`config.mk`:
```
export PLATFORM = sky130hd
export DESIGN_NAME = req_format
export DESIGN_NICKNAME = d
export VERILOG_FILES = /design/src/logic/mem_pkg.sv /design/src/logic/req_format.sv
export SDC_FILE = /design/constraint.sdc
export NUM_CORES = 1
export LEC_CHECK = 0
export BUFFER_PORTS_ARGS = -buffer_cell sky130_fd_sc_hd__buf_2
export CAP_MARGIN = 15
export CELL_PAD_IN_SITES_DETAIL_PLACEMENT = 0
export CELL_PAD_IN_SITES_GLOBAL_PLACEMENT = 1
export CORE_ASPECT_RATIO = 1.4
export CORE_MARGIN = 5
export CORE_UTILIZATION = 25
export DETAILED_ROUTE_END_ITERATION = 16
export PLACE_DENSITY_LB_ADDON = 0.1
export SYNTH_ARGS = -nofsm -noshare
export SYNTH_HDL_FRONTEND = slang
export SYNTH_SLANG_ARGS = --single-unit
```
`constraint.sdc`:
```
create_clock -name vclk -period 1.25
set_clock_uncertainty 0.1 [all_clocks]
set_input_delay 0.0625 -clock vclk [all_inputs]
set_output_delay 0.0625 -clock vclk [all_outputs]
set_load 0.02 [all_outputs]
```
`src/logic/mem_pkg.sv`:
```
`default_nettype none

package mem_pkg;

    localparam int ADDR_W = 32;
    localparam int DATA_W = 64;
    localparam int STRB_W = DATA_W / 8;

    typedef logic [ADDR_W-1:0] addr_t;
    typedef logic [DATA_W-1:0] data_t;
    typedef logic [STRB_W-1:0] strb_t;
    typedef logic [2:0]        size_t;  // log2 of byte count

    typedef enum logic [1:0] {
        wr_idle    = 2'b00,
        wr_aw_wait = 2'b01,
        wr_w_wait  = 2'b11,
        wr_b_done  = 2'b10
    } wr_state_e;

    typedef enum logic [1:0] {
        rd_idle    = 2'b00,
        rd_ar_wait = 2'b01,
        rd_r_wait  = 2'b11,
        rd_done    = 2'b10
    } rd_state_e;

endpackage

`default_nettype wire

```
`src/logic/req_format.sv`:
```
`timescale 1ns/100ps
`default_nettype none

module req_format #(
    parameter int NUM_PORTS = 2
) (
    input  mem_pkg::addr_t [NUM_PORTS-1:0] addr_i,
    input  mem_pkg::data_t [NUM_PORTS-1:0] wdata_i,
    input  mem_pkg::size_t [NUM_PORTS-1:0] wr_size_i,
    output mem_pkg::data_t [NUM_PORTS-1:0] lane_data_o,
    output mem_pkg::strb_t [NUM_PORTS-1:0] lane_strb_o
);
    import mem_pkg::*;

    strb_t size_mask [NUM_PORTS];

    always_comb begin
        for (int p = 0; p < NUM_PORTS; p++) begin
            case (wr_size_i[p])
                3'd0:    size_mask[p] = strb_t'(8'h01);
                3'd1:    size_mask[p] = strb_t'(8'h03);
                3'd2:    size_mask[p] = strb_t'(8'h0f);
                default: size_mask[p] = strb_t'(8'hff);
            endcase
            // byte offset selects the lanes
            lane_data_o[p] = wdata_i[p] << {addr_i[p][2:0], 3'b000};
            lane_strb_o[p] = size_mask[p] << addr_i[p][2:0];
        end
    end

endmodule

`default_nettype wire

```
Yosys cells after proc, flatten, opt, wreduce, memory -nomap -nowiden
Index checks and enable logic that the tools add are counted.
{"block": "classes", "n_eq_ne": 4, "shifts": 4, "mux": 2, "n_reduce_logical": 2}
{"operator": "left shift 64 x 6 -> 64 bit", "n": 2}
{"operator": "case mux 8 bit (3 select lines)", "n": 2}
{"operator": "left shift 8 x 3 -> 8 bit", "n": 2}
{"operator": "equality test 3 x 1 -> 1 bit (second input constant)", "n": 2}
{"operator": "equality test 3 x 2 -> 1 bit (second input constant)", "n": 2}
{"operator": "logical NOT 3 bit", "n": 2}
{"block": "word_totals", "register_bits": 0, "inputBits": 198, "out_inout_bits": 144, "wordCells": 12}

Logic depth before layout (Yosys ltp)
{"block": "logic_depth", "depth_word": 3, "mapped_depth": 6, "depth_no_buf": 3}

Least setup slack after synthesis
OpenSTA, ideal clock, no wires.
{"block": "synth_path", "path_type": "input -> output", "startpoint": "input port addr_i[0] in the netlist's numbering", "endpoint": "output port lane_data_o[51] in the netlist's numbering", "arrival_time_ps": 1271, "required_time_ps": 1087, "setup_slack_ps": -184, "path_stages": 5, "n_path_buf": 3, "path_cell_list": "buf_6 > buf_12 > buf_6 > a2bb2oi_1 > a221oi_1"}
{"item": "start, declared", "line": "req_format.sv:7", "source": "input mem_pkg::addr_t [NUM_PORTS-1:0] addr_i,"}
{"item": "end, declared", "line": "req_format.sv:10", "source": "output mem_pkg::data_t [NUM_PORTS-1:0] lane_data_o,"}

==> results.md <==
* Reg area at 0 µm²
* DP HPWL at 17.0 mm
* WS Path Type: in -> out
* First-pass GRT wire length at 33.2 mm
* Worst Path Max Fanout at 7
* Synth Cell Area at 4220 µm²
* Arrival time worst endpoint at 1.16 ns
* Hold WS at 0.396 ns
* Die Ht at 164 µm
* Largest net degree at the start of global routing at 25
* Overall Global Routing Usage at approximately 20%
* # IOs at 342
* Area share of and/or/nand/nor cells after synthesis at 18.9%
* ANT nets after route at 0
* Switching power at 0.00191 W
* RSZ-0062 raised after global routing: yes
* RD Place Congestion at 0.912
* Worst slew pin tran at 0.410 ns
* Number of global-route vias before repair at between 6,000 and 7,000
* Clock power frac at 0%
* Share of post-route cells with drive strength above 1 at 65.8%
* Post-synth top cells: mux2i_1 (128), o21ai_0 (51), nor2_1 (41)
* Synth cell types at 41
* Post-DP Area at ~6700 µm²
* Final setup viols at 39
* Largest family of logic cells by synthesized area: multiplexers
* Worst hold-check path type: in -> out
* DRT Wirelength at 22.0 mm
* Total grt overflow at 0
* Synth top area cells: mux2i_1 (30%), o21ai_0 (6.1%), mux4_2 (5.9%)
* Initial Utilization at 25.3%
* Num sequential at 0
* Pre-antenna DRT Iters at 4
* Max frequency at 757 MHz
* Worst Path Required at about 1.1 ns
* Vias per std cell at 5.25
* Part of the power in registers at 0%
* Clk_buf instances at 0
* Syn Nets at 732
* Failing checks: negative setup slack
* Combinational group share of total power at 100.0%
* Post-layout net count at approximately 1,100
* Status: finished with violations
* Smallest setup slack after layout at -0.0713 ns
* Rel. slew slack at ~73%
* Top cell type's share of synthesized area at 30.4%
* Final Hold Vio Count at 0
* Synth Area in Adders at 0%
* Ant diodes at 0
* Fin crit share at 106%
* XOR/XNOR Fraction of Synth Area at 0%
* Hold Crit Depth at 3
* Post-synthesis mux area share at between 30% and 40%
* Max_cap viols at 0
* Sequential element share of the synthesized area at 0%
* YS warnings at 0
* Fin. max-slew vios at 0
* Die area at 19,600 µm²
* Worst vdd ir at 0.227 mV
* Top-count cell post-synth: mux2i_1
* DIE WIDTH at around 120 µm
* Pwr/cell area at 457 nW/µm²
* Critical Path Sink Type: primary output
* Startpoint types: input port
* Core box area at 16,700 µm²
* PortBufs at 284
* Design area at 8300 µm²
* Leak Pwr at between 3 and 4 nW
* Syn avg cell area at 7.90 µm²
* Internal at approximately 0.0019 W
* Area leader, netlist: mux2i_1
* Vias at between 5,000 and 6,000
* Initial antenna violation count at 1
* Tmin final at 1.32 ns
* Layout area overhead at 96.9%
* Post-synthesis cell count at 534
* DR DRC count at 0
* Drt initial violations at a little under 200
* Sw Ratio at 50.4%
* Wire length per cell at ~20 µm
* Compound-gate portion of the synthesized area at approximately 30%
* # rows at 56
-- power by group through the flow --
stage	logic, W	clock network, W	registers, W
CTS	0.00354	0	0
finish	0.00379	0	0
detailed placement	0.00307	0	0
floorplan	0.00180	0	0
global route	0.00403	0	0
global placement	0.00305	0	0
-- kinds of logic (layout without fill, tap and decap cells) --
logic type,count (synthesis),count (layout)
and+or+nand+nor,146,146
muxes,144,144
AOI/OAI and AO/OA,174,174
buffers and inverters,70,459
-- layout by cell type (no fill, tap or decap), drive strengths merged, types with 4 or more instances in the layout --
master	Yosys	routed
a2111oi	4	4
a211oi	21	21
a21oi	7	7
a221oi	16	16
a2bb2oi	16	16
and2	24	24
buf	50	451
clkbuf	19	5
mux2i	128	128
mux4	16	16
nand2	18	18
nand2b	4	4
nand3b	16	16
nor2	42	42
nor2b	26	26
nor3	5	5
o21a	18	18
o21ai	52	52
o221ai	18	18
o22a	16	16
or2	4	4
-- metal layers --
metal | part of all wire, % | GRT usage (%)
met4 | 1.4 | 2.61
met1 | 38 | 23.0
met5 | 0.059 | 0
met3 | 5.2 | 2.39
met2 | 55 | 41.3
-- repair_timing --
item                       CTS  global route
buffers inserted            14             8
cloned                       7             5
pin swaps                   25            27
resized for setup          190           109
hold buffers                 0             0
setup endpoints to repair  132           101
hold endpoints to repair     0             0
-- area by class of cell --
cell class / instances / area [µm²]
timing repair buffer: 458 / 3610
fill: 1635 / 8380
inverter: 1 / 7.51
tap: 203 / 254
multi-input combinational: 464 / 4430
-- metrics by stage --
step                setup TNS, ns  utilization [%]  power, W  instances  setup slack [ns]
global route                -3.66             49.8   0.00403       1126            -0.113
detailed placement         -20.01             40.4   0.00307       1093            -0.280
CTS                         -2.30             46.2   0.00354       1113           -0.0685
finish                      -1.44             49.8   0.00379       1126           -0.0713
floorplan                   -1.63                -   0.00180        534            -0.167
global placement           -18.87             40.4   0.00305       1093            -0.259
-- final timing paths --
check / startpoint / to / slack, ns
max: addr_i[0] / lane_data_o[58] / -0.07
min: wdata_i[65] / lane_data_o[65] / 0.40
-- worst max-delay path: stages --
cell      delay (ns)
buf_16          0.11
buf_12          0.13
mux4_2          0.53
nand2_2         0.08
o221ai_2        0.07
buf_4           0.17
No activity file was read; power rests on OpenSTA's default activity.
