==> src/logic/mem_pkg.sv <==
`default_nettype none

package mem_pkg;

    localparam int ADDR_W = 32;
    localparam int DATA_W = 64;
    localparam int STRB_W = DATA_W / 8;

    typedef logic [ADDR_W-1:0] addr_t;
    typedef logic [DATA_W-1:0] data_t;
    typedef logic [STRB_W-1:0] strb_t;
    typedef logic [2:0]        size_t;  // log2 of byte count

    typedef enum logic [1:0] {
        wr_idle    = 2'b00,
        wr_aw_wait = 2'b01,
        wr_w_wait  = 2'b11,
        wr_b_done  = 2'b10
    } wr_state_e;

    typedef enum logic [1:0] {
        rd_idle    = 2'b00,
        rd_ar_wait = 2'b01,
        rd_r_wait  = 2'b11,
        rd_done    = 2'b10
    } rd_state_e;

endpackage

`default_nettype wire

==> src/logic/axi_master_bridge.sv <==
`timescale 1ns/100ps
`default_nettype none

module axi_master_bridge (
    input  logic           clock,
    input  logic           reset,
    input  logic           wr_valid_i,
    input  logic           rd_valid_i,
    input  mem_pkg::addr_t addr_i,
    input  mem_pkg::data_t lane_data_i,
    input  mem_pkg::strb_t lane_strb_i,
    output logic           wr_ok_o,
    output logic           rd_ready_o,
    output mem_pkg::data_t rd_data_o,
    output logic           aw_valid_o,
    input  logic           aw_ready_i,
    output mem_pkg::addr_t aw_addr_o,
    output logic           w_valid_o,
    input  logic           w_ready_i,
    output mem_pkg::data_t w_data_o,
    output mem_pkg::strb_t w_strb_o,
    input  logic           b_valid_i,
    output logic           b_ready_o,
    output logic           ar_valid_o,
    input  logic           ar_ready_i,
    output mem_pkg::addr_t ar_addr_o,
    input  logic           r_valid_i,
    output logic           r_ready_o,
    input  mem_pkg::data_t r_data_i
);
    import mem_pkg::*;

    wr_state_e wr_state_q;
    wr_state_e wr_state_d;
    rd_state_e rd_state_q;
    rd_state_e rd_state_d;
    addr_t     wr_addr_q;
    addr_t     rd_addr_q;
    data_t     wr_data_q;
    data_t     rd_data_q;
    strb_t     wr_strb_q;
    logic      wr_done_q;   // B seen for the write in flight
    logic      wr_changed;
    logic      rd_changed;

    assign wr_changed = (addr_i != wr_addr_q) || (lane_data_i != wr_data_q)
                        || (lane_strb_i != wr_strb_q);
    assign rd_changed = addr_i != rd_addr_q;

    always_comb begin
        wr_state_d = wr_state_q;
        case (wr_state_q)
            wr_idle:
                if (wr_valid_i)
                    wr_state_d = wr_aw_wait;
            wr_aw_wait:
                if (aw_ready_i)
                    wr_state_d = wr_w_wait;
            wr_w_wait:
                if (w_ready_i)
                    wr_state_d = wr_b_done;
            wr_b_done: begin
                // never leave with a B still owed
                if (wr_done_q && !wr_valid_i)
                    wr_state_d = wr_idle;
                else if (wr_done_q && wr_changed)
                    wr_state_d = wr_aw_wait;
            end
            default: wr_state_d = wr_idle;
        endcase
    end

    always_comb begin
        rd_state_d = rd_state_q;
        case (rd_state_q)
            rd_idle:
                if (rd_valid_i)
                    rd_state_d = rd_ar_wait;
            rd_ar_wait:
                if (ar_ready_i)
                    rd_state_d = rd_r_wait;
            rd_r_wait:
                if (r_valid_i)
                    rd_state_d = rd_done;
            rd_done: begin
                if (!rd_valid_i)
                    rd_state_d = rd_idle;
                else if (rd_changed)
                    rd_state_d = rd_ar_wait;
            end
            default: rd_state_d = rd_idle;
        endcase
    end

    always_ff @(posedge clock or negedge reset) begin
        if (!reset) begin
            wr_state_q <= wr_idle;
            rd_state_q <= rd_idle;
            wr_done_q  <= 1'b0;
        end else begin
            wr_state_q <= wr_state_d;
            rd_state_q <= rd_state_d;
            if (wr_state_d != wr_b_done)
                wr_done_q <= 1'b0;
            else if (wr_state_q == wr_b_done && b_valid_i)
                wr_done_q <= 1'b1;
        end
    end

    // request snapshot taken on entry to the address phase
    always_ff @(posedge clock) begin
        if (wr_state_d == wr_aw_wait && wr_state_q != wr_aw_wait) begin
            wr_addr_q <= addr_i;
            wr_data_q <= lane_data_i;
            wr_strb_q <= lane_strb_i;
        end
        if (rd_state_d == rd_ar_wait && rd_state_q != rd_ar_wait)
            rd_addr_q <= addr_i;
        if (rd_state_q == rd_r_wait && r_valid_i)
            rd_data_q <= r_data_i;
    end

    assign aw_valid_o = wr_state_q == wr_aw_wait;
    assign aw_addr_o  = {wr_addr_q[ADDR_W-1:3], 3'b000};  // doubleword aligned
    assign w_valid_o  = wr_state_q == wr_w_wait;
    assign w_data_o   = wr_data_q;
    assign w_strb_o   = wr_strb_q;
    assign b_ready_o  = (wr_state_q == wr_b_done) && b_valid_i;
    assign wr_ok_o    = (wr_state_q == wr_b_done) && wr_done_q && !wr_changed;

    assign ar_valid_o = rd_state_q == rd_ar_wait;
    assign ar_addr_o  = {rd_addr_q[ADDR_W-1:3], 3'b000};
    assign r_ready_o  = rd_state_q == rd_r_wait;
    assign rd_ready_o = (rd_state_q == rd_done) && !rd_changed;
    assign rd_data_o  = rd_ready_o ? rd_data_q : '0;

endmodule

`default_nettype wire

==> config.mk <==
export PLATFORM = sky130hd
export DESIGN_NAME = axi_master_bridge
export DESIGN_NICKNAME = d
export VERILOG_FILES = /design/src/logic/mem_pkg.sv /design/src/logic/axi_master_bridge.sv
export SDC_FILE = /design/constraint.sdc
export NUM_CORES = 1
export LEC_CHECK = 0
export BUFFER_PORTS_ARGS = -buffer_cell sky130_fd_sc_hd__buf_2
export CAP_MARGIN = 20
export CORE_AREA = 4 4 149 151
export DETAILED_ROUTE_END_ITERATION = 16
export DIE_AREA = 0 0 153 155
export MAX_ROUTING_LAYER = met4
export PLACE_DENSITY = 0.8
export SLEW_MARGIN = 20
export SYNTH_ARGS = -nofsm -noshare
export SYNTH_HDL_FRONTEND = slang
export SYNTH_SLANG_ARGS = --single-unit
==> constraint.sdc <==
create_clock -name clock -period 7.9 [get_ports clock]
set_input_delay 1.58 -clock clock [delete_from_list [all_inputs] [get_ports clock]]
set_output_delay 1.58 -clock clock [all_outputs]
set_load 0.01 [all_outputs]
* Word level (Yosys, flattened, before mapping)
Index checks and enable logic that the tools add are counted.
** Storage, ports and cells
- Flip-flop bits (word level) :: 205
- Word-level logic and storage cells :: 55
** Operators by class
- Muxes and demuxes :: 15
- Reduce and logical (&&, ||, !) cells :: 17
- Eq/ne operators :: 15
** Operators with widths (count)
- 2-to-1 mux 64 bit :: 1
- inequality test 32 bit :: 2
- inequality test 64 bit :: 1
- 2-to-1 mux 2 bit :: 10
- one-hot mux 2 bit (4 select lines) :: 2
- logical AND 1 bit :: 9
- equality test 2 x 1 -> 1 bit, second input constant :: 4
- equality test 2 bit, second input constant :: 4
- inequality test 8 bit :: 1
- zero test 2 bit :: 2
- inequality test 2 x 1 -> 1 bit, second input constant :: 2
- zero test 1 bit :: 3
- logical OR 1 bit :: 2
- 2-to-1 mux 1 bit :: 2
- inequality test 2 bit, second input constant :: 1
- nonzero test 2 bit :: 1

* Logic depth before layout (Yosys ltp)
Gate-level depths: netlist (run 1).
- Depth after elaboration :: 9
- Depth in mapped cells :: 8
- Mapped depth without buffers :: 6

* Least setup slack after synthesis (run 1)
Ideal clock, no wire load.
- Kind :: input-to-reg
- Start :: in lane_data_i[57]
- End :: reg wr_data_q[0], in the netlist w_data_o[0], enable pin
- Buffers on the path :: 0
- Arrival time :: 7.210 ns
- Cell stages on the path :: 6
- Slack :: 0.088 ns
- Library setup time :: 0.601 ns
- Path through :: xor2_1 nor4_1 nand4_1 nor4_4 a21bo_2 a21oi_1
** Between the ends
- Cells in the longest elaborated chain, start to end :: 9
** RTL lines
- start: declaration :: RTL line axi_master_bridge.sv:10 : input mem_pkg::data_t lane_data_i,
- inequality test 64 bit :: RTL line axi_master_bridge.sv:46 : assign wr_changed = (addr_i != wr_addr_q) || (lane_data_i != wr_data_q)
- logical OR 1 bit :: RTL line axi_master_bridge.sv:46
- logical OR 1 bit :: RTL line axi_master_bridge.sv:47 : || (lane_strb_i != wr_strb_q);
- logical AND 1 bit :: RTL line axi_master_bridge.sv:66 : else if (wr_done_q && wr_changed)
- 2-to-1 mux 2 bit :: RTL line axi_master_bridge.sv:66
- 2-to-1 mux 2 bit :: RTL line axi_master_bridge.sv:64 : if (wr_done_q && !wr_valid_i)
- one-hot mux 2 bit (4 select lines) :: RTL line axi_master_bridge.sv:52 : case (wr_state_q)
- equality test 2 x 1 -> 1 bit :: RTL line axi_master_bridge.sv:112 : if (wr_state_d == wr_aw_wait && wr_state_q != wr_aw_wait) begin
- logical AND 1 bit :: RTL line axi_master_bridge.sv:112
- end signal: assignment :: RTL line axi_master_bridge.sv:114 : wr_data_q <= lane_data_i;
- end: declaration :: RTL line axi_master_bridge.sv:39 : data_t wr_data_q;
No other way between the ends.
A chain may end at the register's enable or synchronous reset.

* Worst setup path in the final report (run 1)
- Start :: in addr_i[11]
- End :: out wr_ok_o
** Between the ends
- Cells in the longest elaborated chain, start to end :: 5
** RTL lines
- start: declaration :: RTL line axi_master_bridge.sv:9 : input mem_pkg::addr_t addr_i,
- inequality test 32 bit :: RTL line axi_master_bridge.sv:46
- logical OR 1 bit :: RTL line axi_master_bridge.sv:46
- logical OR 1 bit :: RTL line axi_master_bridge.sv:47
- zero test 1 bit :: RTL line axi_master_bridge.sv:129 : assign wr_ok_o = (wr_state_q == wr_b_done) && wr_done_q && !wr_changed;
- logical AND 1 bit :: RTL line axi_master_bridge.sv:129
- end: declaration :: RTL line axi_master_bridge.sv:12 : output logic wr_ok_o,
No other way between the ends.

==> results by group, run 1 <==
Placement
  • Placed cells: 1,148
  • Number of I/O port buffers: 377
  • Placer Congestion: 0.840
  • HPWL after DPL: 17.6 mm

Cells and area
  • Fill count: 1,719
  • Layout cells sized above 1: 45.5%
  • NumNets Final: 1,074
  • Non-Filler Instances: 1,191
  • Area Growth Syn to Fin: 27.8%
  • Final cell utilization of the core: 53.8%

Synthesis
  • Mean Syn Cell Area: 15.7 sq um
  • Mapped Cells: 559
  • Synth cell types: 30
  • Post-Syn Area: 0.00877 sq mm
  • #FFs+latches synth: 205
  • Synth top area share: 68.5%
  • Synth Warn #: 0
  • Ys flop type: edfxtp_1
  • Post-synth EDFFs: 200
  • Top post-synthesis cells by count: 200 x edfxtp_1, 104 x xor2_1, 67 x and2_1
  • Register area share after synthesis: 69.9%
  • Post-synth ARST share: 2.44%
  • Most common cell in the synthesized netlist: edfxtp_1
  • Synth area leader: edfxtp_1
  • Area contributors post-synth: edfxtp_1 69%, xor2_1 10%, buf_4 5.6%, and2_1 4.8%, xnor2_1 3.2%

STA
  • Clk_skew: 0.00850 ns
  • Final Critical Period: 5.36 ns
  • Part of the cycle the worst path needs: 67.9%
  • Hold_ws: 0.610 ns
  • RSZ-0062 raised after global routing: no
  • F_max: 0.186 GHz
  • Hold Violations, Final: 0
  • Slew Viols, Final: 0
  • Setup TNS Final: 0 ns
  • Worst-Margin Slew: 1.06 ns
  • Final Setup Violations: 0
  • Worst rel slew slack: 29.3%

Setup path
  • CP max FO: 4
  • Critical path class: primary input to primary output
  • Critical Path RT: 6.32 ns
  • Crit path launch type: primary input
  • Crit path DAT: 3.78 ns
  • Worst setup EP type: primary output

GRT
  • Tot GR Track Use: 18.9%
  • Remaining Overflow, GRT: 0
  • Initial antenna violation count: 4
  • Largest net degree at the start of global routing: 81
  • Vias in the first global route: 5,927
  • First-pass GRT wire length: 33.9 mm

Die
  • Core area: 0.0208 sq mm
  • Die Width: 153 um
  • Die ar.: 0.0237 sq mm
  • Initial Util: 42.1%
  • Row Count: 53
  • # IOs: 384
  • Die Ht: 155 um

Clocking
  • # Post-CTS Setup Buffers: 0
  • Clock-pin slew on the worst setup and hold paths: 0.06 ns
  • Clock root buffer: clkbuf_16
  • Number of CTS-inserted buffers: 22
  • Num Clock Sinks: 205
  • Post-cts hold buffer count: 0
  • Post-CTS sizing: 0
  • CTS Buffer Depth: 3
  • CTS tree: yes
  • H-Tree Depth: 1
  • Clk_lat worst skew: 0.49 ns

Drt
  • TritonRoute pass-1 iters: 6
  • Vias post-DR: 5,490
  • DRC errors left: 0
  • Via-per-instance ratio: 4.61
  • Iter 0 DRT Violations: 261
  • Post-Route WL: 22.7 mm
  • Number of nets with antenna violations after detailed routing: 0
  • Wire per inst: 19.1 um

Power and ir drop
  • Final Power: 3110 uW
  • LEAKAGE: 0.00470 uW
  • P per Cell Area: 277 mW/mm^2
  • Maximum VDD drop: 150 uV

Job
  • Max-cap check violation count: 0

Status
  • Status: complete, no violations

Worst hold path
  • Hold Crit Class: flip-flop to flip-flop
-- per-stage QoR --
| stage | setup slack (ns) | cell area, sq um |
|---|---|---|
| after detailed placement | 2.41 | 10500 |
| after CTS | 2.41 | 11200 |
| after global routing | 2.33 | 11200 |
| after global placement | 2.45 | 10500 |
| final | 2.54 | 11200 |
| after floorplan | 0.0884 | 8780 |
-- critical path: stages --
cell and delay [ns]:
buf_2 0.14, xor2_1 0.15, nor4_1 0.59, nand4_1 0.32
nor4_4 0.48, and2_1 0.22, and3_1 0.17, buf_2 0.13
-- final cells by class --
class / count / area [sq um] / share of cell area [%]
flip-flops and latches: 205 / 6130 / 54.7
multi-input cells: 284 / 2120 / 18.9
repair buffers: 381 / 1920 / 17.1
clock buffers: 29 / 598 / 5.34
well taps: 275 / 344 / 3.07
clock inverters: 10 / 68.8 / 0.614
inverters: 3 / 11.3 / 0.101
diodes: 4 / 10.0 / 0.0894
-- power by group --
group / internal [uW] / leakage (uW) / switching [uW] / total (uW)
combinational: 209 / 0.00247 / 357 / 566
clock: 562 / 0.000328 / 398 / 961
sequential: 1470 / 0.00190 / 114 / 1580
total: 2240 / 0.00470 / 869 / 3110
-- placed cells by master, fill, tap and decap left out, types with 2 or more instances in the layout --
cell type / n
clkinv_2: 4
clkbuf_16: 23
nand2_1: 6
a21oi_1: 3
buf_4: 4
nor4_1: 28
buf_2: 377
nand3_1: 2
diode_2: 4
nand4_1: 15
nor2b_1: 2
conb_1: 6
nor2_1: 4
xnor2_1: 32
clkinv_1: 5
inv_1: 3
dfrtp_1: 5
nor3_1: 2
clkbuf_1: 6
xor2_1: 104
and2_1: 67
edfxtp_1: 200
-- final timing paths --
| path | start | endpoint | slack, ns | cells after the start |
|---|---|---|---|---|
| setup / recovery | addr_i[11] | wr_ok_o | 2.54 | 8 |
| hold / removal | wr_done_q | wr_done_q | 0.61 | 2 |
| setup reg to reg | w_data_o[20] | wr_addr_q[21] | 4.38 | 7 |
| max in group asynchronous | reset | rd_state_q[1] | 6.86 | 1 |
| min in group asynchronous | reset | wr_state_q[0] | 0.90 | 1 |
| hold reg to reg | wr_done_q | wr_done_q | 0.61 | 2 |
-- registers in the layout, indices dropped and copies added (netlist names) --
signal,count
rd_addr_q,32
wr_addr_q,32
rd_state_q,2
w_data_o,64
rd_data_q,64
w_strb_o,8
wr_done_q,1
wr_state_q,2
-- routing by layer --
| layer | vias to the layer above | global-route usage, % | share of wire [%] |
|---|---|---|---|
| met2 | 225 | 32.5 | 51 |
| met5 | - | - | 0 |
| met1 | 2611 | 22.7 | 40 |
| met4 | 0 | 5.39 | 2.7 |
| met3 | 39 | 4.20 | 6.4 |
| li1 | 2615 | - | - |
-- cells by family after synthesis --
group	Yosys count	synth area share, %
simple gates	131	9.23
compound gates	11	0.842
buf+inv	75	6.35
flops	205	69.9
other cells	1	0.0428
xor+xnor	136	13.6
Power figures use the tool's default switching activity.
==> inputs of run 2 (changes only) <==
--- a/config.mk
+++ b/config.mk
@@ -5,13 +5,14 @@
 export SDC_FILE = /design/constraint.sdc
 export NUM_CORES = 1
 export LEC_CHECK = 0
+export ABC_AREA = 1
 export BUFFER_PORTS_ARGS = -buffer_cell sky130_fd_sc_hd__buf_2
 export CAP_MARGIN = 20
-export CORE_AREA = 4 4 149 151
+export CORE_MARGIN = 4
+export CORE_UTILIZATION = 49
 export DETAILED_ROUTE_END_ITERATION = 16
-export DIE_AREA = 0 0 153 155
 export MAX_ROUTING_LAYER = met4
-export PLACE_DENSITY = 0.8
+export PLACE_DENSITY = 0.88
 export SLEW_MARGIN = 20
 export SYNTH_ARGS = -nofsm -noshare
 export SYNTH_HDL_FRONTEND = slang
==> constraint.sdc (replaced) <==
create_clock -name clock -period 5.3 [get_ports clock]
set_input_delay 1.06 -clock clock [delete_from_list [all_inputs] [get_ports clock]]
set_output_delay 1.06 -clock clock [all_outputs]
set_load 0.01 [all_outputs]
==> run 2 against run 1 <==
Against the previous run: routed wire length increased by 4.9%; global-route usage increased by 2.0 points; power increased by 95%; worst hold slack got worse by 0.23 ns; critical path depth increased by 4; clock power increased by 70%; final cell count increased by 28%; clock skew increased by 0.0045 ns; die area decreased by 6.2%; sequential share of layout area decreased by 4.9 points.
==> results by group, run 2 <==
Status
  • Status: complete, no violations

STA
  • Hold_ws: 0.378 ns
  • Worst-Margin Slew: 0.920 ns
  • RSZ-0062 raised after global routing: no
  • Slew Viols, Final: 0
  • Final Critical Period: 4.04 ns
  • Worst rel slew slack: 38.7%
  • Clk_skew: 0.0130 ns
  • Part of the cycle the worst path needs: 76.1%
  • Hold Violations, Final: 0
  • Final Setup Violations: 0
  • Setup TNS Final: 0 ns
  • F_max: 0.248 GHz

Clocking
  • # Post-CTS Setup Buffers: 0
  • Clock-pin slew on the worst setup and hold paths: 0.06 ns
  • Clk_lat worst skew: 0.49 ns
  • Post-CTS sizing: 0
  • H-Tree Depth: 1
  • Post-cts hold buffer count: 0
  • Num Clock Sinks: 205
  • Clock root buffer: clkbuf_16
  • CTS tree: yes
  • CTS Buffer Depth: 3
  • Number of CTS-inserted buffers: 22

Drt
  • Via-per-instance ratio: 4.62
  • WL met1: 8.43 mm
  • Met3 wire len: 2.24 mm
  • DR top layer: met4
  • DRC errors left: 0
  • Iter 0 DRT Violations: 247
  • Wire per inst: 15.6 um
  • DR WL met2: 12.1 mm
  • Post-Route WL: 23.8 mm
  • Vias post-DR: 7,030
  • Number of nets with antenna violations after detailed routing: 0
  • TritonRoute pass-1 iters: 4

Power and ir drop
  • LEAKAGE: 0.00589 uW
  • Maximum VDD drop: 415 uV
  • P per Cell Area: 492 mW/mm^2

Setup path
  • WP depth: 12
  • Worst Reg-to-Reg Cells: 11
  • Worst setup EP type: primary output
  • RR Startpoint: rd_addr_q[9]
  • Crit path capture: rd_data_o[21]
  • Flop-to-flop setup slack: 2.49 ns
  • Slowest-stage cell, CP: buf_12
  • Top cell family by delay on the critical path: simple AND/OR/NAND/NOR gates
  • Critical path class: primary input to primary output
  • CP max stage delay: 0.26 ns
  • Critical Path RT: 4.24 ns
  • Crit path launch type: primary input
  • Worst path cell trace: buf_2 -> xnor2_1 -> nand2_1 -> nor2_1 -> nand2_1 -> nor2_2 -> nand2_2 -> nor2_4 -> inv_4 -> buf_12 -> nor2_2 -> buf_2
  • CP startpoint: addr_i[10]
  • RR Endpoint: rd_addr_q[14]
  • CP max FO: 30
  • CP bufs+invs: 4
  • Crit path DAT: 2.98 ns

Synthesis
  • Area contributors post-synth: edfxtp_1 62%, nand2_1 6.4%, inv_1 6.0%, xor2_1 5.7%, buf_4 4.9%
  • Mapped Cells: 899
  • Post-synthesis simple-gate area fraction: 17.6%
  • #FFs+latches synth: 205
  • Synth top area share: 61.5%
  • Post-synth EDFFs: 200
  • Multiplexer area fraction after synthesis: 0%
  • Compound-gate portion of the synthesized area: 0.487%
  • Synth area leader: edfxtp_1
  • Main combinational cell family by area after synthesis: simple AND/OR/NAND/NOR gates
  • Most common cell in the synthesized netlist: edfxtp_1
  • Post-Syn Area: 0.00976 sq mm
  • Post-synth ARST share: 2.44%
  • Adder-Cell Fraction of Synth Area: 0%
  • Ys flop type: edfxtp_1
  • Synth Area in XOR/XNOR: 7.27%
  • Synth Warn #: 0
  • Register area share after synthesis: 62.8%
  • Top post-synthesis cells by count: 200 x edfxtp_1, 167 x nand2_1, 155 x inv_1
  • Mean Syn Cell Area: 10.9 sq um
  • Synth cell types: 27

Die
  • Core area: 0.0195 sq mm
  • # IOs: 384
  • Initial Util: 50.0%
  • Row Count: 51
  • Die ar.: 0.0222 sq mm
  • Die Ht: 149 um
  • Die Width: 149 um

GRT
  • Largest net degree at the start of global routing: 69
  • Tot GR Track Use: 21.0%
  • Vias in the first global route: 7,164
  • Remaining Overflow, GRT: 0
  • First-pass GRT wire length: 36.0 mm
  • Initial antenna violation count: 1

Cells and area
  • NumNets Final: 1,418
  • Area of the multi-input gates: 0.00252 sq mm
  • Final cell utilization of the core: 63.0%
  • Non-Filler Instances: 1,522
  • Most frequent cells in the layout: 377 x buf_2, 200 x edfxtp_1, 167 x nand2_1
  • Area Growth Syn to Fin: 26.0%
  • Commonest non-fill, non-tap cell in the layout: buf_2
  • Register Area: 0.00613 sq mm
  • Fill count: 1,453
  • Layout cells sized above 1: 39.0%

Placement
  • Placer Congestion: 0.809
  • HPWL after DPL: 18.6 mm
  • Number of I/O port buffers: 377
  • Placed cells: 1,482

Worst hold path
  • Hold Crit Class: primary input to async pin

Job
  • Max-cap check violation count: 0
run 2: cell types whose count changed after synthesis, moves of 8 or more:
cell,delta
nand3_1,+8
inv_1,+152
nor2_4,+20
and2_1,-67
nor2_2,+42
nand4_1,-14
nor2_1,+119
nand2_1,+161
xnor2_1,-14
nor4_1,-28
xor2_1,-41
run 2: layer usage:
layer  global-route usage [%]  up-vias
met3                     5.14       60
met5                        -        -
met1                     22.8     3219
met2                     37.1      332
li1                         -     3419
met4                     7.96        0
run 2: report_power, final:
part	leakage (uW)	internal [uW]	switching (uW)	total [uW]
Clock	0.000386	1040	597	1630
Sequential	0.00191	2470	300	2770
Combinational	0.00360	576	1080	1660
Total	0.00589	4080	1980	6060
run 2: cell type report:
type | instances | share of cell area (%)
Antenna cell | 1 | 0.0203
Clock buffer | 26 | 4.77
Sequential cell | 205 | 49.8
Timing Repair Buffer | 383 | 15.8
Tap cell | 265 | 2.70
Inverter | 156 | 4.78
Clock inverter | 13 | 1.58
Multi-Input combinational cell | 473 | 20.5
run 2: worst min path at each step:
stage | to | slack [ns] | cells past startpoint
CTS | wr_done_q | 0.36 | 1
finish | wr_done_q | 0.38 | 1
global placement | rd_state_q[0] | 0.57 | 2
detailed placement | rd_state_q[0] | 0.59 | 2
global route | wr_done_q | 0.37 | 1
floorplan | rd_state_q[0] | 0.51 | 2
run 2: cells by family after synthesis:
| group | count (synthesis) |
|---|---|
| simple gates | 377 |
| buf+inv | 226 |
| flops | 205 |
| xor+xnor | 81 |
| compound gates | 9 |
| other cells | 1 |
run 2: worst reg2reg max path, stage by stage, from the launching register on:
cell      delay [ns]
edfxtp_1        0.40
or2_2           0.31
nand3_1         0.08
nor2_1          0.05
nand2_1         0.09
nor2_1          0.09
nand2_2         0.10
nand2_1         0.05
nand2_1         0.05
o31ai_1         0.09
nor3_2          0.66
buf_4           0.47
run 2: through the flow:
step,setup slack (ns),total power (uW),instance area (sq um)
2_1_floorplan,0.416,3920,9780
3_3_place_gp,1.32,4380,11500
3_5_place_dp,1.27,4460,11500
4_1_cts,1.22,6120,12300
5_1_grt,1.09,6400,12300
6_report,1.26,6060,12300
