**src/logic/mem_pkg.sv**
```systemverilog
`default_nettype none

package mem_pkg;

    localparam int ADDR_W = 32;
    localparam int DATA_W = 64;
    localparam int STRB_W = DATA_W / 8;

    typedef logic [ADDR_W-1:0] addr_t;
    typedef logic [DATA_W-1:0] data_t;
    typedef logic [STRB_W-1:0] strb_t;
    typedef logic [2:0]        size_t;  // log2 of byte count

    typedef enum logic [1:0] {
        wr_idle    = 2'b00,
        wr_aw_wait = 2'b01,
        wr_w_wait  = 2'b11,
        wr_b_done  = 2'b10
    } wr_state_e;

    typedef enum logic [1:0] {
        rd_idle    = 2'b00,
        rd_ar_wait = 2'b01,
        rd_r_wait  = 2'b11,
        rd_done    = 2'b10
    } rd_state_e;

endpackage

`default_nettype wire

```
**src/logic/axi_arbiter.sv**
```systemverilog
`timescale 1ns/100ps
`default_nettype none

module axi_arbiter #(
    parameter int NUM_PORTS = 2
) (
    input  logic                           clock,
    input  logic                           reset,
    input  logic           [NUM_PORTS-1:0] aw_valid_i,
    output logic           [NUM_PORTS-1:0] aw_ready_o,
    input  mem_pkg::addr_t [NUM_PORTS-1:0] aw_addr_i,
    input  logic           [NUM_PORTS-1:0] w_valid_i,
    output logic           [NUM_PORTS-1:0] w_ready_o,
    input  mem_pkg::data_t [NUM_PORTS-1:0] w_data_i,
    input  mem_pkg::strb_t [NUM_PORTS-1:0] w_strb_i,
    output logic           [NUM_PORTS-1:0] b_valid_o,
    input  logic           [NUM_PORTS-1:0] b_ready_i,
    input  logic           [NUM_PORTS-1:0] ar_valid_i,
    output logic           [NUM_PORTS-1:0] ar_ready_o,
    input  mem_pkg::addr_t [NUM_PORTS-1:0] ar_addr_i,
    output logic           [NUM_PORTS-1:0] r_valid_o,
    input  logic           [NUM_PORTS-1:0] r_ready_i,
    output mem_pkg::data_t [NUM_PORTS-1:0] r_data_o,
    output logic                           m_aw_valid_o,
    input  logic                           m_aw_ready_i,
    output mem_pkg::addr_t                 m_aw_addr_o,
    output logic                           m_w_valid_o,
    input  logic                           m_w_ready_i,
    output mem_pkg::data_t                 m_w_data_o,
    output mem_pkg::strb_t                 m_w_strb_o,
    input  logic                           m_b_valid_i,
    output logic                           m_b_ready_o,
    output logic                           m_ar_valid_o,
    input  logic                           m_ar_ready_i,
    output mem_pkg::addr_t                 m_ar_addr_o,
    input  logic                           m_r_valid_i,
    output logic                           m_r_ready_o,
    input  mem_pkg::data_t                 m_r_data_i
);
    localparam int IDX_W = (NUM_PORTS > 1) ? $clog2(NUM_PORTS) : 1;

    logic [IDX_W-1:0] wr_ptr_q;
    logic [IDX_W-1:0] wr_grant_q;
    logic [IDX_W-1:0] wr_sel;
    logic             wr_busy_q;   // held from AW until B
    logic             wr_found;
    logic [IDX_W-1:0] rd_ptr_q;
    logic [IDX_W-1:0] rd_grant_q;
    logic [IDX_W-1:0] rd_sel;
    logic             rd_busy_q;   // held from AR until R
    logic             rd_found;

    // first requester at or after ptr, returned as {found, index}
    function automatic logic [IDX_W:0] rr_pick(input logic [NUM_PORTS-1:0] req,
                                               input logic [IDX_W-1:0] ptr);
        logic [IDX_W:0] res;
        int             idx;
        res = '0;
        for (int k = NUM_PORTS - 1; k >= 0; k--) begin
            idx = (int'(ptr) + k) % NUM_PORTS;
            if (req[idx])
                res = {1'b1, IDX_W'(idx)};  // nearest offset written last
        end
        return res;
    endfunction

    function automatic logic [IDX_W-1:0] next_idx(input logic [IDX_W-1:0] idx);
        return (int'(idx) == NUM_PORTS - 1) ? '0 : idx + 1'b1;
    endfunction

    always_comb begin
        {wr_found, wr_sel} = rr_pick(aw_valid_i, wr_ptr_q);
        if (wr_busy_q)
            wr_sel = wr_grant_q;
        {rd_found, rd_sel} = rr_pick(ar_valid_i, rd_ptr_q);
        if (rd_busy_q)
            rd_sel = rd_grant_q;
    end

    assign m_aw_valid_o = !wr_busy_q && wr_found;
    assign m_aw_addr_o  = aw_addr_i[wr_sel];
    assign m_w_valid_o  = wr_busy_q && w_valid_i[wr_sel];
    assign m_w_data_o   = w_data_i[wr_sel];
    assign m_w_strb_o   = w_strb_i[wr_sel];
    assign m_b_ready_o  = wr_busy_q && b_ready_i[wr_sel];

    assign m_ar_valid_o = !rd_busy_q && rd_found;
    assign m_ar_addr_o  = ar_addr_i[rd_sel];
    assign m_r_ready_o  = rd_busy_q && r_ready_i[rd_sel];

    always_comb begin
        for (int i = 0; i < NUM_PORTS; i++) begin
            aw_ready_o[i] = m_aw_valid_o && (int'(wr_sel) == i) && m_aw_ready_i;
            w_ready_o[i]  = wr_busy_q && (int'(wr_sel) == i) && m_w_ready_i;
            b_valid_o[i]  = wr_busy_q && (int'(wr_sel) == i) && m_b_valid_i;
            ar_ready_o[i] = m_ar_valid_o && (int'(rd_sel) == i) && m_ar_ready_i;
            r_valid_o[i]  = rd_busy_q && (int'(rd_sel) == i) && m_r_valid_i;
            r_data_o[i]   = m_r_data_i;  // qualified by r_valid
        end
    end

    always_ff @(posedge clock or negedge reset) begin
        if (!reset) begin
            wr_ptr_q   <= '0;
            wr_grant_q <= '0;
            wr_busy_q  <= 1'b0;
            rd_ptr_q   <= '0;
            rd_grant_q <= '0;
            rd_busy_q  <= 1'b0;
        end else begin
            if (m_aw_valid_o && m_aw_ready_i) begin
                wr_busy_q  <= 1'b1;
                wr_grant_q <= wr_sel;
            end else if (m_b_valid_i && m_b_ready_o) begin
                wr_busy_q <= 1'b0;
                wr_ptr_q  <= next_idx(wr_grant_q);
            end
            if (m_ar_valid_o && m_ar_ready_i) begin
                rd_busy_q  <= 1'b1;
                rd_grant_q <= rd_sel;
            end else if (m_r_valid_i && m_r_ready_o) begin
                rd_busy_q <= 1'b0;
                rd_ptr_q  <= next_idx(rd_grant_q);
            end
        end
    end

endmodule

`default_nettype wire

```
**config.mk**
```make
export PLATFORM = sky130hd
export DESIGN_NAME = axi_arbiter
export DESIGN_NICKNAME = d
export VERILOG_FILES = /design/src/logic/mem_pkg.sv /design/src/logic/axi_arbiter.sv
export SDC_FILE = /design/constraint.sdc
export NUM_CORES = 1
export LEC_CHECK = 0
export BUFFER_PORTS_ARGS = -buffer_cell sky130_fd_sc_hd__buf_2
export CAP_MARGIN = 30
export CELL_PAD_IN_SITES_DETAIL_PLACEMENT = 1
export CELL_PAD_IN_SITES_GLOBAL_PLACEMENT = 1
export CORE_AREA = 2 2 245 247
export DETAILED_ROUTE_END_ITERATION = 12
export DIE_AREA = 0 0 247 249
export PLACE_DENSITY = 0.41
export SLEW_MARGIN = 20
export SYNTH_ARGS = -nofsm -noshare
export SYNTH_HDL_FRONTEND = slang
export SYNTH_SLANG_ARGS = --single-unit
```
**constraint.sdc**
```tcl
create_clock -name clock -period 2.1 [get_ports clock]
set_input_delay 0.42 -clock clock [delete_from_list [all_inputs] [get_ports clock]]
set_output_delay 0.42 -clock clock [all_outputs]
set_load 0.01 [all_outputs]
```
=== Word level (Yosys, flattened, before mapping) ===
Index checks and enable logic that the tools add are counted.

* $add $sub $neg: 4
* $mul: 0
* Div/mod/pow operators: 0
* Magnitude comparators: 6
* Equal/unequal tests: 0
* Shift operators: 0
* Mux-type cells: 36
* Bitwise operators: 6
* Reduce and logical (&&, ||, !) cells: 33

{| class="wikitable"
|+ Operator list
! cell !! count
|-
| 2-to-1 mux 32 bit || 4
|-
| 2-to-1 mux 64 bit || 2
|-
| logical AND 1 bit || 27
|-
| 2-to-1 mux 1 bit || 24
|-
| 2-to-1 mux 8 bit || 2
|-
| less-than comparator 1 x 2 -> 1 bit (second input constant) || 4
|-
| 2-to-1 mux 2 bit || 4
|-
| less-than comparator 2 x 3 -> 1 bit (second input constant) || 2
|-
| adder 1 bit (second input constant) || 4
|-
| inverter 1 bit || 4
|-
| AND reduction 2 bit || 2
|-
| nonzero test 2 bit || 2
|-
| AND 1 bit (first input constant) || 2
|-
| logical NOT 1 bit || 2
|}

* Flip-flop bits (word level): 6
* Latch bits: 0
* RAM bits: 0
* Bits in read-only memories: 0
* Output and inout port bits: 279
* Logic and storage cells: 91
* Memories kept: 0

=== Logic depth before layout (Yosys ltp) ===
Gate-level depths: netlist of run 1.

* Word-level depth: 14
* Mapped depth: 6

=== Least setup slack after synthesis of run 1 ===
No wires, ideal clock.

* Kind: input-to-output
* Start point: input aw_valid_i[0]
* End point: output m_w_strb_o[0]
* Data arrival time: 1.406 ns
* Data required time: 1.680 ns
* Slack: 0.274 ns
* Stages: 5
* Cells stage by stage: nor2b_1 -> o21ai_4 -> buf_6 -> buf_6 -> mux2_4

* Cells in the longest elaborated chain, start to end: 8

{| class="wikitable"
|+ Ends and longest elaborated chain
! what !! RTL line !! text
|-
| start: declaration || axi_arbiter.sv:9 || <nowiki>input logic [NUM_PORTS-1:0] aw_valid_i,</nowiki>
|-
| 2-to-1 mux 1 bit (implied by the code) (3 in a row) || axi_arbiter.sv:61 || <nowiki>if (req[idx])</nowiki>
|-
| 2-to-1 mux 2 bit || axi_arbiter.sv:61 ||
|-
| 2-to-1 mux 2 bit (*) || axi_arbiter.sv:61 ||
|-
| 2-to-1 mux 1 bit (*) || axi_arbiter.sv:73 || <nowiki>if (wr_busy_q)</nowiki>
|-
| 2-to-1 mux 8 bit (implied by the code) (*) (2 in a row) || axi_arbiter.sv:84 || <nowiki>assign m_w_strb_o = w_strb_i[wr_sel];</nowiki>
|-
| end: declaration || axi_arbiter.sv:30 || <nowiki>output mem_pkg::strb_t m_w_strb_o,</nowiki>
|}

Every way passes the cells marked *; elsewhere a longest branch is shown, timed or not. The select of a mux whose other input is x is not followed.

=== Final worst setup path of run 1 ===
* Start point: register wr_busy_q
* End point: output m_w_data_o[10]

* Cells in the longest elaborated chain, start to end: 3

{| class="wikitable"
|+ Ends and longest elaborated chain
! what !! RTL line !! text
|-
| start: declaration || axi_arbiter.sv:45 || <nowiki>logic wr_busy_q;</nowiki>
|-
| start signal: assignment || axi_arbiter.sv:106 || <nowiki>wr_busy_q <= 1'b0;</nowiki>
|-
| start signal: assignment || axi_arbiter.sv:112 || <nowiki>wr_busy_q <= 1'b1;</nowiki>
|-
| start signal: assignment || axi_arbiter.sv:115 || <nowiki>wr_busy_q <= 1'b0;</nowiki>
|-
| 2-to-1 mux 1 bit || axi_arbiter.sv:73 ||
|-
| 2-to-1 mux 64 bit (implied by the code) (2 in a row) || axi_arbiter.sv:83 || <nowiki>assign m_w_data_o = w_data_i[wr_sel];</nowiki>
|-
| end: declaration || axi_arbiter.sv:29 || <nowiki>output mem_pkg::data_t m_w_data_o,</nowiki>
|}

Every way passes these cells. The select of a mux whose other input is x is not followed.

==> results.toml, run 1 <==
[status]
status = "finished, violations left"
violations = "negative setup slack"

[yosys]
yosys.area_share.adder_pct = 0
synth_compound_area_share_pct = 2.667
synth_mux_area_share_pct = 52.82
synth_xor_area_share_pct = 0
syn_inst = 333
yosys_warnings = 0
yosysSeqAreaShare_pct = 4.706
synthSimpleGateAreaFrac_pct = 4.784
synth_nets = 686
syn_area_um2 = 3191
synth_area_per_cell_um2 = 9.581
synth.distinct_cells = 22
synth_top_family_by_area = "multiplexers"
ys_ff_latch = 6

[detailed_routing]
wl_per_cell_um = 14.33
viasPerCell = 2.546
drt-total-wl_mm = 20.65
vias = 3669
drt-initial-drc-count = 54
drc = 0
postRouteAntennaNets = 0
dr.pass1.iters = 4

[finish]
fillers = 7029
fin_area_um2 = 6536
num-nets-final = 1022
area_growth_pct = 104.9
final_cells = 1441
final_layout_size_suffix_gt1_share_pct = 93.70

[sta]
finalSetupTns_ps = -15620
fin_ws_ps = -205.3
post-route-period-util_pct = 109.8
finalCriticalPeriod_ps = 2305
slew_headroom_pct = 82.42
finClkSkew_ps = 0.2186
rsz0062_at_grt = "yes"
whs_ps = 26.20
tightestPinTransition_ps = 256.4
slew_viol_final = 0
finalSetupViolCount = 117
hold_viol = 0
fmax_ghz = 0.4338

[critical_path]
required_ps = 1680
startpoint_type = "flop"
path_class = "flop to output port"
critPathArrivalTime_ps = 1890
crit_path_end_kind = "output port"
crit_fanout = 12

[place]
gp_congestion = 0.8077
hpwlAfterDp_mm = 17.92
post_dp_cell_area_um2 = 5488
portBuffers = 439
place_inst = 1425

[grt]
grt_pass1_wl_mm = 27.72
grt_max_degree = 20
grt_pass1_vias = 4107
overflow = 0
antenna_found_initial = 4
grt.total_usage_pct = 6.163

[cts]
numCtsBuffers = 3
tritoncts = "built"
h-tree-depth = 1
clock_sinks = 6
clockBufferDepth = 2
clk_pin_slew_ps = 40
cts-root-buf = "clkbuf_16"
clock_latency_ps = 230

[floorplanning]
die_x_um = 247
fp-row-count = 89
die-area_um2 = 61500
pin_count = 632
coreArea_um2 = 58690
start_util_pct = 5.437
die_y_um = 249

[pwr]
irDropWorstVdd_v = 0.0004858
p_leak_nw = 3.288
powerDensity_nw_per_um2 = 1073

[job]
cap_violations = 0

[hold_path]
min_path_type = "input port to async pin"
==> registers in the layout, summed over array words and instances, names as in the netlist <==
signal and cells:
wr_ptr_q 1, rd_grant_q 1, rd_ptr_q 1, wr_busy_q 1
wr_grant_q 1, rd_busy_q 1
==> path summary, 6_finish.rpt <==
check / startpoint / endpoint / slack, ps / depth (start not counted)
setup / recovery: wr_busy_q / m_w_data_o[10] / -210 / 6
hold / removal: reset / wr_grant_q / 30 / 1
setup reg to reg: wr_busy_q / wr_grant_q / 560 / 5
hold reg to reg: wr_ptr_q / wr_ptr_q / 520 / 2
max in group asynchronous: reset / rd_ptr_q / 1900 / 1
min in group clock: m_aw_ready_i / wr_busy_q / 510 / 3
==> synth_stat cells <==
| library cell | instances | area (um2) |
|---|---|---|
| nand2_1 | 10 | 37.54 |
| nor2_1 | 6 | 22.52 |
| buf_6 | 5 | 56.30 |
| and3_1 | 2 | 12.51 |
| buf_8 | 2 | 30.03 |
| mux2_4 | 27 | 405.4 |
| inv_1 | 2 | 7.510 |
| mux2i_1 | 3 | 30.03 |
| mux2_2 | 84 | 945.9 |
| o21ai_0 | 4 | 20.02 |
| buf_4 | 135 | 1013 |
| nand2b_4 | 1 | 13.76 |
| a31oi_1 | 2 | 12.51 |
| buf_2 | 2 | 10.01 |
| nand3_1 | 2 | 10.01 |
| o21ai_4 | 2 | 32.53 |
| nor2b_1 | 7 | 43.79 |
| o21ba_2 | 2 | 20.02 |
| mux2_1 | 27 | 304.0 |
| nand2_2 | 1 | 6.260 |
| dfrtp_1 | 6 | 150.1 |
| nand2b_1 | 1 | 6.260 |
==> kinds of logic after synthesis <==
family          count (synthesis)
flops                           6
simple gates                   30
buf+inv                       146
compound gates                 10
mux                           141
==> critical path, cell delays in order, from the launching register on <==
cell      delay (ps)
dfrtp_1          390
nand2b_4         160
o21ai_4          200
buf_12           200
buf_12           180
mux2_4           330
buf_2            160
==> timing repair <==
action	4_1_cts	5_1_grt
pin swaps	2	1
resized for setup	112	59
setup endpoints to repair	130	140
hold buffers	0	0
cloned	5	0
setup buffers	10	1
==> area by class of cell <==
class	instances	area [um2]	area share (%)
Timing Repair Buffer	475	3168	48.47
Clock buffer	3	75.07	1.149
Sequential cell	6	150.1	2.297
Multi-Input combinational cell	181	2166	33.14
Tap cell	773	967.2	14.80
Inverter	2	7.507	0.1149
Antenna cell	1	2.502	0.03828
==> power breakdown <==
part	internal [mW]	total, mW	leakage, nW	switching [mW]
Sequential	0.165	0.209	0.0666	0.0434
Clock	0.245	0.321	0.0370	0.0754
Combinational	3.84	6.49	3.18	2.65
==> per-stage QoR <==
| step | setup slack, ps | power [mW] | utilization, % |
|---|---|---|---|
| final | -205.3 | 7.016 | 11.14 |
| after global routing | -280.9 | 7.489 | 11.13 |
| after CTS | -246.5 | 6.856 | 10.71 |
| after detailed placement | -117.2 | 5.005 | 9.351 |
| after global placement | -97.87 | 4.972 | 9.351 |
| after floorplan | 274.5 | 3.284 | - |
==> routing by layer <==
layer  vias up  global-route usage (%)  wire length [um]
met4         0                   2.565               737
met3        52                   1.498              1861
met5         -                       0                 0
met1      1682                   7.233              7914
li1       1688                       -                 -
met2       247                   10.60             10140
==> layout by cell type (no fill, tap or decap) <==
| master | instances |
|---|---|
| buf_2 | 365 |
| mux2_4 | 87 |
| buf_6 | 82 |
| mux2_2 | 51 |
| buf_4 | 13 |
| nand2_1 | 9 |
| buf_12 | 9 |
| nor2b_1 | 6 |
| nor2_1 | 6 |
| dfrtp_1 | 6 |
| o21ai_0 | 4 |
| buf_16 | 4 |
| mux2i_1 | 3 |
| clkbuf_16 | 3 |
| nand2b_4 | 2 |
| o21ai_4 | 2 |
| o21ba_2 | 2 |
| and3_1 | 2 |
| inv_1 | 2 |
| a31oi_1 | 2 |
| nand3_1 | 2 |
| buf_8 | 2 |
| diode_2 | 1 |
| nor2b_2 | 1 |
| nand2_2 | 1 |
| nand2_4 | 1 |
No activity file was read; power rests on OpenSTA's default activity.
==> run 2: changes to the inputs <==
--- a/config.mk
+++ b/config.mk
@@ -10,9 +10,11 @@
 export CELL_PAD_IN_SITES_DETAIL_PLACEMENT = 1
 export CELL_PAD_IN_SITES_GLOBAL_PLACEMENT = 1
 export CORE_AREA = 2 2 245 247
+export CTS_CLUSTER_DIAMETER = 80
 export DETAILED_ROUTE_END_ITERATION = 12
 export DIE_AREA = 0 0 247 249
 export PLACE_DENSITY = 0.41
+export REMOVE_ABC_BUFFERS = 1
 export SLEW_MARGIN = 20
 export SYNTH_ARGS = -nofsm -noshare
 export SYNTH_HDL_FRONTEND = slang
==> results.toml, run 2 (same netlist as run 1, synthesis figures left out) <==
[floorplanning]
die-area_um2 = 61500
die_y_um = 249
pin_count = 632
die_x_um = 247
fp-row-count = 89
start_util_pct = 5.437
coreArea_um2 = 58690

[pwr]
irDropWorstVdd_v = 0.0004415
p_seq_share_pct = 3.1
internal-power_mw = 3.963
clkPwrFrac_pct = 5.0
combPwrFrac_pct = 92.0
p_leak_nw = 3.171
p_sw_mw = 2.683
powerDensity_nw_per_um2 = 1048
switching_share_pct = 40.37
power.total_mw = 6.647

[detailed_routing]
dr.pass1.iters = 4
drt-total-wl_mm = 32.90
drt-initial-drc-count = 132
drc = 0
vias = 4262
postRouteAntennaNets = 0
viasPerCell = 2.960
wl_per_cell_um = 22.85

[sta]
tightestPinTransition_ps = 274.4
rsz0062_at_grt = "yes"
finalSetupViolCount = 103
hold_viol = 0
slew_viol_final = 0
slew_headroom_pct = 81.19
fmax_ghz = 0.4393
finalSetupTns_ps = -12520
fin_ws_ps = -176.5
whs_ps = 35.83
finalCriticalPeriod_ps = 2276
finClkSkew_ps = 0.1657
post-route-period-util_pct = 108.4

[cts]
h-tree-depth = 1
tritoncts = "built"
clockBufferDepth = 2
cts-root-buf = "clkbuf_16"
clock_latency_ps = 230
clock_sinks = 6
numCtsBuffers = 3
ctsHoldBuffers = 0
clk_pin_slew_ps = 40

[critical_path]
critPathMostFrequentCell = "buf_12"
r2r-end = "rd_grant_q"
reg2reg_from = "rd_busy_q"
reg2reg_slack_ps = 620
startpoint_type = "flop"
crit_slowest_cell = "dfrtp_1"
critPathArrivalTime_ps = 1860
ff2ff_path_depth = 7
crit_path_end_kind = "output port"
path_class = "flop to output port"
crit_buf_inv = 3
critPathTopFamily = "buffers and inverters"
path_cells = "nand2b_4 > o21ai_4 > buf_12 > buf_12 > mux2_2 > buf_2"
crit_cells = 6
crit_fanout = 22
required_ps = 1680
max_stage_delay_ps = 380

[place]
place_inst = 1425
hpwlAfterDp_mm = 28.80
pre_cts_ws_ps = -101.6
gp_congestion = 0.7901
portBuffers = 439

[status]
status = "finished, violations left"
violations = "negative setup slack"

[grt]
top_usage_layer = "met2"
grt_util_met2_pct = 14.87
met1_usage_pct = 9.631
gr-usage-met3_pct = 9.642
overflow = 0
antenna_found_initial = 19
grt_pass1_wl_mm = 39.92
grt_pass1_vias = 4512
grt.total_usage_pct = 9.821
grt_max_degree = 23

[finish]
num-nets-final = 1021
final_cell_mix = "374 x buf_2, 70 x mux2_4, 66 x mux2_2"
area_growth_pct = 98.71
fillers = 7069
final_common_cell = "buf_2"
final_layout_size_suffix_gt1_share_pct = 93.54
final_cells = 1440

[job]
cap_violations = 0

[hold_path]
min_path_type = "input port to async pin"
==> run 2: cell count changes in the layout (fill, tap and decap cells not counted), sizes merged <==
cell    change
buf         -2
clkbuf      +1
==> run 2: what timing repair did <==
item                       4_1_cts  5_1_grt
pin swaps                        1        2
gates cloned                     3        1
setup endpoints to repair      123      136
resized for setup              100       34
setup buffers                    4        6
==> run 2: layout make-up <==
type / instances / area (um2) / share of cell area (%)
antenna: 1 / 2.502 / 0.03947
clock buffer: 3 / 75.07 / 1.184
inverter: 2 / 7.507 / 0.1184
multi-input combinational: 181 / 2105 / 33.20
sequential: 6 / 150.1 / 2.368
tap: 773 / 967.2 / 15.26
timing repair buffer: 474 / 3033 / 47.84
==> run 2: how the worst max path moves through the flow <==
| stage | from | end | slack (ps) |
|---|---|---|---|
| 6_report | wr_busy_q | m_aw_addr_o[30] | -180 |
| 5_1_grt | wr_busy_q | m_aw_addr_o[18] | -260 |
| 4_1_cts | wr_busy_q | m_w_data_o[8] | -240 |
| 3_5_place_dp | aw_valid_i[0] | m_w_data_o[8] | -100 |
| 3_3_place_gp | aw_valid_i[0] | m_w_data_o[9] | -90 |
| 2_1_floorplan | wr_busy_q | m_aw_addr_o[0] | -1380 |
==> run 2: metrics by stage <==
step | utilization [%] | area [um2]
after floorplan | - | 2081
after global placement | 9.415 | 5525
after detailed placement | 9.415 | 5525
after CTS | 10.53 | 6178
after global routing | 10.80 | 6340
final | 10.80 | 6340
==> run 2: power by group through the flow <==
stage	Combinational (mW)	Clock (mW)	Sequential (mW)
detailed placement	4.93	0	0.202
global placement	4.92	0	0.202
floorplan	2.61	0	0.232
global route	6.53	0.351	0.213
CTS	5.98	0.351	0.203
finish	6.11	0.330	0.205
==> run 2: routing by layer <==
layer	vias to the layer above	wire length, um
met3	56	7388
li1	1683	-
met5	-	456
met2	578	13580
met4	22	273
met1	1923	11200
==> run 3: changes to the inputs <==
--- a/config.mk
+++ b/config.mk
@@ -15,6 +15,7 @@
 export DIE_AREA = 0 0 247 249
 export PLACE_DENSITY = 0.41
 export REMOVE_ABC_BUFFERS = 1
+export SETUP_SLACK_MARGIN = 0.3
 export SLEW_MARGIN = 20
 export SYNTH_ARGS = -nofsm -noshare
 export SYNTH_HDL_FRONTEND = slang
==> results.toml, run 3 (same netlist as run 1, synthesis figures left out) <==
[detailed_routing]
drc = 0
postRouteAntennaNets = 0
viasPerCell = 2.936
dr.pass1.iters = 4
wl_per_cell_um = 22.83
drt-initial-drc-count = 121
drt-total-wl_mm = 33.01
vias = 4246

[cts]
ctsHoldBuffers = 0
h-tree-depth = 1
tritoncts = "built"
clk_pin_slew_ps = 40
clockBufferDepth = 2
clock_latency_ps = 230
clock_sinks = 6
cts-root-buf = "clkbuf_16"
numCtsBuffers = 3

[place]
gp_congestion = 0.7901
hpwlAfterDp_mm = 28.80
pre_cts_ws_ps = -101.6
post_dp_cell_area_um2 = 5525
portBuffers = 439

[sta]
finalCriticalPeriod_ps = 2276
fin_ws_ps = -175.9
fmax_ghz = 0.4394
finClkSkew_ps = 0.1656
rsz0062_at_grt = "yes"
tightestPinTransition_ps = 228.0
post-route-period-util_pct = 108.4
slew_viol_final = 0
hold_viol = 0
finalSetupViolCount = 122
slew_headroom_pct = 84.77

[finish]
final_cell_mix = "371 x buf_2, 73 x buf_6, 72 x mux2_4"
area_growth_pct = 103.6
final_util_pct = 11.07
fin_area_um2 = 6497
final_layout_size_suffix_gt1_share_pct = 94.49
num-nets-final = 1027
final_common_cell = "buf_2"

[critical_path]
critPathArrivalTime_ps = 1860
required_ps = 1680
reg2reg_slack_ps = 420
crit_fanout = 22
crit_slowest_cell = "dfrtp_1"
ff2ff_path_depth = 8
crit_path_end_kind = "output port"
path_class = "flop to output port"
crit_buf_inv = 3
critPathMostFrequentCell = "buf_12"
critPathTopFamily = "buffers and inverters"
max_stage_delay_ps = 380
r2r-end = "rd_grant_q"
path_cells = "nand2b_4 > o21ai_4 > buf_12 > buf_12 > mux2_2 > buf_2"
startpoint_type = "flop"
crit_start = "wr_busy_q"
reg2reg_from = "rd_ptr_q"

[floorplanning]
coreArea_um2 = 58690
die_y_um = 249
pin_count = 632
start_util_pct = 5.437
die_x_um = 247
die-area_um2 = 61500
fp-row-count = 89

[grt]
grt_pass1_vias = 4566
grt.total_usage_pct = 9.925
overflow = 0
grt_max_degree = 23
antenna_found_initial = 19
grt_pass1_wl_mm = 40.41

[pwr]
powerDensity_nw_per_um2 = 1070
p_leak_nw = 3.247
power.total_mw = 6.951
irDropWorstVdd_v = 0.0005168

[hold_path]
min_path_type = "input port to async pin"

[status]
status = "finished, violations left"
violations = "negative setup slack"

[job]
cap_violations = 0
==> run 3: cell types whose count changed in the layout (fill, tap and decap cells not counted), moves of 2 or more <==
cell     before  now
buf_2       374  371
mux2_1        2    0
nand2_4       1    3
buf_6        64   73
mux2_4       70   72
buf_16        1    4
==> run 3: final cells by class <==
cell class                 count  area [um2]
fill                        7058       52190
timing repair buffer         480        3142
inverter                       2       7.507
sequential                     6       150.1
tap                          773       967.2
antenna                        1       2.502
clock buffer                   3       75.07
multi-input combinational    181        2153
==> run 3: routing by layer <==
| metal | vias to the layer above | share of wire (%) | track usage, % |
|---|---|---|---|
| met5 | - | 1.4 | 4.372 |
| met4 | 22 | 0.81 | 0.9294 |
| met3 | 55 | 22 | 9.642 |
| met2 | 573 | 41 | 15.13 |
| met1 | 1899 | 34 | 9.722 |
| li1 | 1697 | - | - |
==> run 3: power breakdown <==
group | leakage [nW] | switching [mW] | total, mW | internal [mW]
Combinational | 3.14 | 2.63 | 6.41 | 3.78
Clock | 0.0370 | 0.0833 | 0.330 | 0.246
Sequential | 0.0666 | 0.0428 | 0.208 | 0.165
==> run 3: worst reg2reg max path: cells and delay by family (launching register included) <==
family	cells	cell delay (ps)
muxes	1	260
DFF	1	400
AOI/OAI and AO/OA	1	80
and+or+nand+nor	1	170
buffers and inverters	5	650
==> run 3: metrics by stage <==
step	setup TNS [ps]	hold WS [ps]	cells
after floorplan	-145940	124.4	189
after global placement	-5466	303.9	1425
after detailed placement	-5960	308.6	1425
after CTS	-21350	54.07	1441
after global routing	-23330	57.49	1446
final	-13600	35.90	1446
==> run 3: how the worst max path moves through the flow <==
stage | slack (ps) | cells after the start | end
floorplan | -1380 | 3 | m_aw_addr_o[0]
global placement | -90 | 7 | m_w_data_o[9]
detailed placement | -100 | 7 | m_w_data_o[8]
CTS | -240 | 6 | m_w_data_o[8]
global route | -260 | 6 | m_aw_addr_o[18]
finish | -180 | 6 | m_w_data_o[18]
==> run 3: timing repair <==
action / CTS / global route
buffers inserted: 9 / 4
resized for setup: 130 / 16
endpoints found under the setup margin: 141 / 141
pin swaps: 3 / 2
gates cloned: 4 / 0
hold endpoints to repair: 0 / 0
